==> config.mk <==
export PLATFORM = sky130hd
export DESIGN_NAME = ipb_top
export DESIGN_NICKNAME = d
export VERILOG_FILES = /design/src/ipb_pkg.sv /design/src/ipb_addr_gen.sv /design/src/ipb_ctrl.sv /design/src/ipb_line_buf.sv /design/src/ipb_resp_route.sv /design/src/ipb_top.sv
export SDC_FILE = /design/constraint.sdc
export NUM_CORES = 1
export LEC_CHECK = 0
export CELL_PAD_IN_SITES_DETAIL_PLACEMENT = 0
export CELL_PAD_IN_SITES_GLOBAL_PLACEMENT = 2
export CORE_MARGIN = 2
export CORE_UTILIZATION = 51
export DETAILED_ROUTE_END_ITERATION = 6
export DONT_BUFFER_PORTS = 1
export PLACE_DENSITY = 0.88
export SLEW_MARGIN = 10
export SYNTH_ARGS = -nofsm -noshare
export SYNTH_HDL_FRONTEND = slang
export SYNTH_HIERARCHICAL = 1
export SYNTH_SLANG_ARGS = --single-unit
==> constraint.sdc <==
create_clock -name pref_clk -period 31.2 [get_ports pref_clk]
set_input_delay 6.24 -clock pref_clk [delete_from_list [all_inputs] [get_ports pref_clk]]
set_output_delay 6.24 -clock pref_clk [all_outputs]
set_load 0.005 [all_outputs]
==> src/ipb_pkg.sv <==
/*
  instruction prefetch buffer shared definitions
  line, beat and page geometry, state encodings of the
  prefetch request and writeback machines, bus id and length codes
*/
package ipb_pkg;

  // address geometry
  localparam int unsigned LINE_OFS_W = 6;
  localparam int unsigned BEAT_OFS_W = 4;
  localparam int unsigned PAGE_OFS_W = 12;
  // four beats per line
  localparam int unsigned BEAT_IDX_W = 2;

  // PFn request states carry the beat index in [1:0]
  localparam logic [2:0] REQ_IDLE   = 3'b000;
  localparam logic [2:0] REQ_PF_REQ = 3'b001;
  localparam logic [2:0] REQ_INV    = 3'b010;
  localparam logic [2:0] REQ_PF0    = 3'b100;
  localparam logic [2:0] REQ_PF1    = 3'b101;
  localparam logic [2:0] REQ_PF2    = 3'b110;
  localparam logic [2:0] REQ_PF3    = 3'b111;

  // bit 2 marks the WBn writeback beats
  localparam logic [2:0] WB_IDLE = 3'b000;
  localparam logic [2:0] WB_VLD  = 3'b001;
  localparam logic [2:0] WB_GRNT = 3'b011;
  localparam logic [2:0] WB_WB0  = 3'b110;
  localparam logic [2:0] WB_WB1  = 3'b111;
  localparam logic [2:0] WB_WB2  = 3'b101;
  localparam logic [2:0] WB_WB3  = 3'b100;

  // bus read id and burst length
  localparam logic       ID_REFILL  = 1'b0;
  localparam logic       ID_PREF    = 1'b1;
  localparam logic [1:0] LEN_LINE   = 2'd3;
  localparam logic [1:0] LEN_SINGLE = 2'd0;

endpackage

==> src/ipb_addr_gen.sv <==
/*
  prefetch address generation
  holds the prefetched line address, checks page boundary and
  refill hit, and drives the bus read address, id and length
*/
module ipb_addr_gen #(
  parameter int ADDR_W = 40
) (
  input  logic              pref_clk,
  input  logic              cpurst_b,
  input  logic [ADDR_W-1:0] refill_addr,
  input  logic              refill_line,
  input  logic              ref_sel,
  input  logic              pref_launch,
  output logic [ADDR_W-1:0] bus_addr,
  output logic              bus_id,
  output logic [1:0]        bus_len,
  output logic              ref_hit_pref,
  output logic              within_page
);
  import ipb_pkg::*;

  localparam int LINE_W = ADDR_W - LINE_OFS_W;

  logic [LINE_W-1:0] ref_line_addr;
  logic [LINE_W-1:0] next_line_addr;
  logic [LINE_W-1:0] pref_line_addr;

  assign ref_line_addr  = refill_addr[ADDR_W-1:LINE_OFS_W];
  assign next_line_addr = ref_line_addr + 1'b1;

  // last line of a 4 KB page has all line bits set
  assign within_page = ~&refill_addr[PAGE_OFS_W-1:LINE_OFS_W];

  // captured in the refill grant cycle that launches
  always_ff @(posedge pref_clk or negedge cpurst_b)
  begin
    if (!cpurst_b)
      pref_line_addr <= '0;
    else if (pref_launch)
      pref_line_addr <= next_line_addr;
  end

  // only a full-line refill can be served from the buffer
  assign ref_hit_pref = refill_line && (ref_line_addr == pref_line_addr);

  //============================================================
  // bus read address mux
  //============================================================
  // refill is beat aligned, prefetch is line aligned
  assign bus_addr = ref_sel ? {refill_addr[ADDR_W-1:BEAT_OFS_W], {BEAT_OFS_W{1'b0}}}
                            : {pref_line_addr, {LINE_OFS_W{1'b0}}};
  assign bus_id   = ref_sel ? ID_REFILL : ID_PREF;
  assign bus_len  = (!ref_sel || refill_line) ? LEN_LINE : LEN_SINGLE;

endmodule

==> src/ipb_ctrl.sv <==
/*
  prefetch buffer control
  prefetch request FSM, writeback FSM, launch decision,
  bus grant split between refill and prefetch, line buffer
  write strobes
*/
module ipb_ctrl (
  input  logic                           pref_clk,
  input  logic                           cpurst_b,
  input  logic                           refill_req,
  input  logic                           refill_on,
  input  logic                           refill_line,
  input  logic                           pref_en,
  input  logic                           inv_on,
  input  logic                           bus_grnt,
  input  logic                           ref_hit_pref,
  input  logic                           within_page,
  input  logic                           pref_beat,
  input  logic                           pref_err,
  input  logic                           pref_last,
  output logic                           ref_sel,
  output logic                           bus_req,
  output logic                           pref_launch,
  output logic                           refill_grnt,
  output logic                           buf_wen,
  output logic [ipb_pkg::BEAT_IDX_W-1:0] buf_widx,
  output logic                           wb_load,
  output logic                           wb_active,
  output logic                           wb_step,
  output logic                           pref_idle
);
  import ipb_pkg::*;

  logic [2:0] req_st;
  logic [2:0] req_nxt;
  logic [2:0] wb_st;
  logic [2:0] wb_nxt;
  logic       ref_grnt;
  logic       pf_grnt;
  logic       pref_cmplt;

  //============================================================
  // bus arbitration and launch
  //============================================================
  assign pref_idle = (req_st == REQ_IDLE) && (wb_st == WB_IDLE);
  // refill owns the bus unless it targets the held line
  assign ref_sel   = refill_req && (pref_idle || !ref_hit_pref);
  assign bus_req   = ref_sel || (req_st == REQ_PF_REQ);
  assign ref_grnt  = bus_grnt && ref_sel;
  assign pf_grnt   = bus_grnt && !ref_sel;

  // next-line prefetch only behind a granted line refill
  assign pref_launch = ref_grnt && pref_idle && refill_line && refill_on
                    && pref_en && !inv_on && within_page;

  // local grant from the writeback machine
  assign refill_grnt = ref_grnt || (wb_st == WB_GRNT);

  //============================================================
  // prefetch request FSM
  //============================================================
  always_ff @(posedge pref_clk or negedge cpurst_b)
  begin
    if (!cpurst_b)
      req_st <= REQ_IDLE;
    else
      req_st <= req_nxt;
  end

  always_comb
  begin
    req_nxt = req_st;
    case (req_st)
      REQ_IDLE:
        if (pref_launch)
          req_nxt = REQ_PF_REQ;
      REQ_PF_REQ:
      begin
        // refill to another line cancels a waiting request
        if (pf_grnt)
          req_nxt = REQ_PF0;
        else if (refill_req && !ref_hit_pref)
          req_nxt = REQ_IDLE;
      end
      REQ_PF0, REQ_PF1, REQ_PF2:
      begin
        if (pref_err)
          req_nxt = REQ_INV;
        else if (pref_beat)
          req_nxt = {1'b1, req_st[1:0] + 2'd1};
      end
      REQ_PF3:
        // error on the last beat ends without completion
        if (pref_err || pref_beat)
          req_nxt = REQ_IDLE;
      REQ_INV:
        // drain the remaining beats of a failed burst
        if (pref_last)
          req_nxt = REQ_IDLE;
      default:
        req_nxt = REQ_IDLE;
    endcase
  end

  // PFn states hold the beat index in the low bits
  assign buf_wen    = req_st[2] && pref_beat;
  assign buf_widx   = req_st[BEAT_IDX_W-1:0];
  assign pref_cmplt = (req_st == REQ_PF3) && pref_beat;

  //============================================================
  // writeback FSM
  //============================================================
  always_ff @(posedge pref_clk or negedge cpurst_b)
  begin
    if (!cpurst_b)
      wb_st <= WB_IDLE;
    else
      wb_st <= wb_nxt;
  end

  always_comb
  begin
    wb_nxt = wb_st;
    case (wb_st)
      WB_IDLE, WB_VLD:
      begin
        // line is usable once complete or already held
        if (inv_on)
          wb_nxt = WB_IDLE;
        else if ((wb_st == WB_VLD) || pref_cmplt)
        begin
          if (refill_req && ref_hit_pref)
            wb_nxt = WB_GRNT;
          else if (refill_req)
            wb_nxt = WB_IDLE;
          else
            wb_nxt = WB_VLD;
        end
      end
      WB_GRNT: wb_nxt = WB_WB0;
      WB_WB0:  wb_nxt = WB_WB1;
      WB_WB1:  wb_nxt = WB_WB2;
      WB_WB2:  wb_nxt = WB_WB3;
      WB_WB3:  wb_nxt = WB_IDLE;
      default: wb_nxt = WB_IDLE;
    endcase
  end

  // pointer loads during grant, then walks the beats
  assign wb_load   = (wb_st == WB_GRNT);
  assign wb_active = wb_st[2];
  assign wb_step   = wb_active && (wb_st != WB_WB3);

endmodule

==> src/ipb_line_buf.sv <==
/*
  prefetch line buffer
  four beat registers filled by index from the bus, read back
  through a wrapping pointer that starts at the critical beat
*/
module ipb_line_buf #(
  parameter int DATA_W = 128
) (
  input  logic                           pref_clk,
  input  logic                           cpurst_b,
  input  logic                           buf_wen,
  input  logic [ipb_pkg::BEAT_IDX_W-1:0] buf_widx,
  input  logic [DATA_W-1:0]              bus_rdata,
  input  logic                           wb_load,
  input  logic                           wb_step,
  input  logic [ipb_pkg::BEAT_IDX_W-1:0] refill_offset,
  output logic [DATA_W-1:0]              wb_rdata
);
  import ipb_pkg::*;

  localparam int NUM_BEATS = 1 << BEAT_IDX_W;

  logic [DATA_W-1:0]     beat_q [NUM_BEATS];
  logic [BEAT_IDX_W-1:0] rd_ptr;

  // beat storage
  always_ff @(posedge pref_clk)
  begin
    if (buf_wen)
      beat_q[buf_widx] <= bus_rdata;
  end

  //============================================================
  // critical word first read pointer
  //============================================================
  always_ff @(posedge pref_clk or negedge cpurst_b)
  begin
    if (!cpurst_b)
      rd_ptr <= '0;
    else if (wb_load)
      rd_ptr <= refill_offset;
    else if (wb_step)
      // natural wrap at the line end
      rd_ptr <= rd_ptr + 1'b1;
  end

  assign wb_rdata = beat_q[rd_ptr];

endmodule

==> src/ipb_resp_route.sv <==
/*
  bus response routing
  splits read beats by id and error between the prefetcher and
  the refill side, and merges buffer data during writeback
*/
module ipb_resp_route #(
  parameter int DATA_W = 128
) (
  input  logic              bus_rvalid,
  input  logic              bus_rid,
  input  logic              bus_rlast,
  input  logic              bus_rerr,
  input  logic [DATA_W-1:0] bus_rdata,
  input  logic              wb_active,
  input  logic [DATA_W-1:0] wb_rdata,
  output logic              pref_beat,
  output logic              pref_err,
  output logic              pref_last,
  output logic              refill_rvalid,
  output logic [DATA_W-1:0] refill_rdata,
  output logic              refill_rerr
);
  import ipb_pkg::*;

  logic pref_rsp;
  logic ref_rsp;

  assign pref_rsp = bus_rvalid && (bus_rid == ID_PREF);
  assign ref_rsp  = bus_rvalid && (bus_rid == ID_REFILL);

  // prefetch last flag also marks a failed burst end
  assign pref_beat = pref_rsp && !bus_rerr;
  assign pref_err  = pref_rsp && bus_rerr;
  assign pref_last = pref_rsp && bus_rlast;

  // buffer beats take the refill data path in writeback
  assign refill_rvalid = wb_active || (ref_rsp && !bus_rerr);
  assign refill_rerr   = ref_rsp && bus_rerr;
  assign refill_rdata  = wb_active ? wb_rdata : bus_rdata;

endmodule

==> src/ipb_top.sv <==
/*
  instruction prefetch buffer
  passes refill reads to the bus, prefetches the next 64-byte line
  after a line refill, and serves a matching refill from the
  local line buffer critical word first
*/
module ipb_top #(
  parameter int ADDR_W = 40,
  parameter int DATA_W = 128
) (
  input  logic              pref_clk,
  input  logic              cpurst_b,
  // refill side
  input  logic              refill_req,
  input  logic              refill_on,
  input  logic              refill_line,
  input  logic [ADDR_W-1:0] refill_addr,
  output logic              refill_grnt,
  output logic              refill_rvalid,
  output logic [DATA_W-1:0] refill_rdata,
  output logic              refill_rerr,
  // control and status
  input  logic              pref_en,
  input  logic              inv_on,
  output logic              pref_idle,
  // bus read port
  output logic              bus_req,
  output logic [ADDR_W-1:0] bus_addr,
  output logic              bus_id,
  output logic [1:0]        bus_len,
  input  logic              bus_grnt,
  input  logic              bus_rvalid,
  input  logic              bus_rid,
  input  logic              bus_rlast,
  input  logic              bus_rerr,
  input  logic [DATA_W-1:0] bus_rdata
);
  import ipb_pkg::*;

  logic                  ref_sel;
  logic                  pref_launch;
  logic                  ref_hit_pref;
  logic                  within_page;
  logic                  pref_beat;
  logic                  pref_err;
  logic                  pref_last;
  logic                  buf_wen;
  logic [BEAT_IDX_W-1:0] buf_widx;
  logic                  wb_load;
  logic                  wb_active;
  logic                  wb_step;
  logic [DATA_W-1:0]     wb_rdata;

  ipb_ctrl i_ctrl (
    .pref_clk     (pref_clk),
    .cpurst_b     (cpurst_b),
    .refill_req   (refill_req),
    .refill_on    (refill_on),
    .refill_line  (refill_line),
    .pref_en      (pref_en),
    .inv_on       (inv_on),
    .bus_grnt     (bus_grnt),
    .ref_hit_pref (ref_hit_pref),
    .within_page  (within_page),
    .pref_beat    (pref_beat),
    .pref_err     (pref_err),
    .pref_last    (pref_last),
    .ref_sel      (ref_sel),
    .bus_req      (bus_req),
    .pref_launch  (pref_launch),
    .refill_grnt  (refill_grnt),
    .buf_wen      (buf_wen),
    .buf_widx     (buf_widx),
    .wb_load      (wb_load),
    .wb_active    (wb_active),
    .wb_step      (wb_step),
    .pref_idle    (pref_idle)
  );

  ipb_addr_gen #(.ADDR_W(ADDR_W)) i_addr_gen (
    .pref_clk     (pref_clk),
    .cpurst_b     (cpurst_b),
    .refill_addr  (refill_addr),
    .refill_line  (refill_line),
    .ref_sel      (ref_sel),
    .pref_launch  (pref_launch),
    .bus_addr     (bus_addr),
    .bus_id       (bus_id),
    .bus_len      (bus_len),
    .ref_hit_pref (ref_hit_pref),
    .within_page  (within_page)
  );

  // critical beat of the refill comes from the line offset
  ipb_line_buf #(.DATA_W(DATA_W)) i_line_buf (
    .pref_clk      (pref_clk),
    .cpurst_b      (cpurst_b),
    .buf_wen       (buf_wen),
    .buf_widx      (buf_widx),
    .bus_rdata     (bus_rdata),
    .wb_load       (wb_load),
    .wb_step       (wb_step),
    .refill_offset (refill_addr[LINE_OFS_W-1:BEAT_OFS_W]),
    .wb_rdata      (wb_rdata)
  );

  ipb_resp_route #(.DATA_W(DATA_W)) i_resp_route (
    .bus_rvalid    (bus_rvalid),
    .bus_rid       (bus_rid),
    .bus_rlast     (bus_rlast),
    .bus_rerr      (bus_rerr),
    .bus_rdata     (bus_rdata),
    .wb_active     (wb_active),
    .wb_rdata      (wb_rdata),
    .pref_beat     (pref_beat),
    .pref_err      (pref_err),
    .pref_last     (pref_last),
    .refill_rvalid (refill_rvalid),
    .refill_rdata  (refill_rdata),
    .refill_rerr   (refill_rerr)
  );

endmodule

==> out/qor.yml <==
run_status: "finished clean"
clock_tree.buffer_depth: 3
finalNetCount: 1403
post-synth-top-count-cell: "edfxtp_1"
dieArea_um2: 48170
overall_via_count_from_detail_route: 11290
yosys.area.top_type_share_pct: 64.92
drt_first_iter_violations: 927
gr-usage-all-layers_pct: 20.29
row_count: 78
insertedDiodeCount: 0
route.detailed.wl_per_inst_um: 26.11
filler_cell_count: 3364
worstSetupStartpointType: "primary input"
effective_utilization_at_floorplan_pct: 51.96
die_w_um: 219.5
net-switching-power_uw: 348.6
final_layout_size_suffix_gt1_share_pct: 32.12
clock_skew_ns: 0.01613
seq_area_um2: 16440
multi_input_gate_area_in_the_final_layout_um2: 6693
crit_path_max_fo: 41
cellLeakagePower_uw: 0.008102
synth_top_cells_by_count: "edfxtp_1 (512), mux2_2 (162), mux4_2 (128)"
io_pins: 356
post_synth.cell_area_avg_um2: 19.35
finalSetupViolCount: 0
syn-cell-area_um2: 23680
tritoncts.num_buffers: 54
kind_of_critical_path: "in -> out"
insertion_delay_ns: 0.60
design.core.area_um2: 45580
holdBufCountCts: 0
grt_first_pass_wirelength_um: 72580
slew_viol_final: 0
tritoncts_num_sinks: 554
power.clock.fraction_pct: 39.2
worstHoldPathType: "reg -> reg"
min_from: "i_addr_gen/pref_line_addr[0]"
cap_violations: 0
rsz0062_at_grt: "false"
setup.worst_path.end_class: "primary output"
worst_slew_pin_slew_ns: 1.067
yosysWarnings: 6
hpwlAfterDp_um: 29940
clock_tree.htree_level_count: 2
synth-seq-area-share_pct: 69.36
fin_setup_tns_ns: 0
stdcell_count: 1861
grt.overflow.total: 0
firstDrtPassIters: 5
ys_types: 64
fmax_mhz: 67.32
power_per_unit_of_standard_cell_area_nw_per_um2: 61.68
cts_tree: "built"
drt-total-wl_um: 48590
post-route-drc-count: 0
post-route-worst-setup-slack_ns: 16.35
yosys.area.top_type: "edfxtp_1"
r2r_endpoint: "i_line_buf/beat_q[2][67]"
layout_worst_path_cycle_share_pct: 47.61
max-slew-margin-rel_pct: 28.87
cts-root-buf: "clkbuf_16"
flop2flop_setup_slack_ns: 27.99
finalWorstPathRequiredPeriod_ns: 14.85
floorplan.die.height_um: 219.5
synth.ff_latch_count: 554
antenna_found_initial: 0
intPower_uw: 1240
gpl.final_weighted_congestion: 0.8841
path_clk_slew_ns: 0.06
placed_cell_count: 1762
via_per_inst: 6.067
critical_path.reg2reg.startpoint: "i_ctrl/req_st[2]"
hold_depth: 2
grt_start_max_net_pins: 129
place_worst_setup_slack_ns: 16.27
maximum_vdd_drop_uv: 48.53
ant_nets: 0
rr_worst_depth: 5
endpoint_of_the_worst_hold_path: "i_addr_gen/pref_line_addr[0]"
grt_pass1_vias: 11730
cp_data_required_time_ns: 24.96
post_cts_resize_count: 0
switching_share_pct: 21.94
synth-edff-count: 512
postcts_setup_bufs: 0
place.port_buffers: 0
pwr-share-comb_pct: 6.5
final_hold_viol_count: 0
cp.arrival_ns: 8.61
p_seq_share_pct: 54.3
synthesis.instances: 1224
async_flop_share_pct: 7.581
synth_top_cells_by_area: "edfxtp_1 (65%), mux4_2 (12%), mux2_2 (7.7%), dfrtp_1 (4.4%), buf_6 (1.2%)"
synthFlopType: "edfxtp_1"
area_delta_synth_final_pct: 8.776
[registers in the layout (all words and copies together) (netlist names)]
register and cells:
i_ctrl/wb_st 3, i_line_buf/rd_ptr 2, i_ctrl/req_st 3, i_line_buf/beat_q 512, i_addr_gen/pref_line_addr 34
[final cells by class]
| class | count | share of cell area, % |
|---|---|---|
| tap | 600 | 2.914 |
| sequential | 554 | 63.81 |
| clock buffer | 66 | 5.615 |
| multi-input combinational | 582 | 25.98 |
| inverter | 12 | 0.1749 |
| clock inverter | 33 | 1.001 |
| timing repair buffer | 14 | 0.5051 |
[cells by family after synthesis]
kind of cell             synth area share (%)
AND/OR/NAND/NOR                         3.915
adder cells (fa/ha/maj)                0.3064
multiplexers                            19.92
flip-flops                              69.36
AO/OA/AOI/OAI                           2.087
XOR/XNOR                                1.849
other                                 0.01584
buffers and inverters                   2.547
[worst max path at each step]
stage	startpoint	end	slack, ns	depth (start not counted)
after floorplan	bus_rvalid	i_line_buf/beat_q[0][0]	14.61	4
after global placement	refill_addr[17]	bus_addr[11]	16.32	8
after detailed placement	refill_addr[17]	bus_addr[11]	16.27	8
after CTS	refill_addr[17]	bus_addr[11]	16.26	8
after global routing	refill_addr[17]	bus_addr[11]	16.28	8
final	refill_addr[17]	bus_addr[11]	16.35	8
[power by group through the flow]
stage | Clock [uW] | Sequential [uW] | Combinational [uW]
5_1_grt | 667 | 867 | 114
3_5_place_dp | 0 | 878 | 105
6_report | 624 | 863 | 103
4_1_cts | 639 | 863 | 105
2_1_floorplan | 0 | 867 | 86.5
3_3_place_gp | 0 | 878 | 103
[per-layer routing]
layer  routed length [um]  track usage, %  up-vias
li1                     -               -     4997
met1                18940           26.03     5852
met2                24500           33.74      371
met3                 4115           6.156       70
met4                 1040           5.563        0
met5                    0               0        -
[stage by stage]
step           utilization [%]  total power (uW)  area (um^2)  hold WS [ns]
4_1_cts                  56.52              1606        25760        0.5592
2_1_floorplan                -             953.3        23690        0.5097
3_3_place_gp             52.78             980.8        24060        0.5446
5_1_grt                  56.52              1648        25760        0.6092
3_5_place_dp             52.78             982.4        24060        0.5489
6_report                 56.52              1589        25760        0.5589
[worst max-delay path, stage by stage]
cell and delay (ns):
xnor2_1 0.36, nand4_1 0.16, or4_1 0.49, nor3_1 0.40
inv_1 0.11, o21a_1 0.20, buf_4 0.26, mux2_2 0.37
[placed cells by master (no fill, tap or decap), types with 4 or more instances in the layout]
cell and instances:
clkbuf_16 54, or3_1 11, conb_1 4, nor3_1 5
clkbuf_8 5, nand2_1 17, nand4_1 13, clkinv_1 15
clkinvlp_4 4, mux2_2 162, edfxtp_1 512, mux4_2 128
clkbuf_1 7, o31ai_1 10, dfrtp_1 39, xnor2_1 29
and3_1 4, nand3_1 10, nor4_1 9, clkinv_2 6
nor2_1 37, xor2_1 21, a21oi_1 17, a31oi_1 17
inv_1 12, buf_4 12, or4_1 16, o21ai_0 9
ha_1 5, nand2b_1 7, and2b_2 4
No activity file was read; power rests on OpenSTA's default activity.
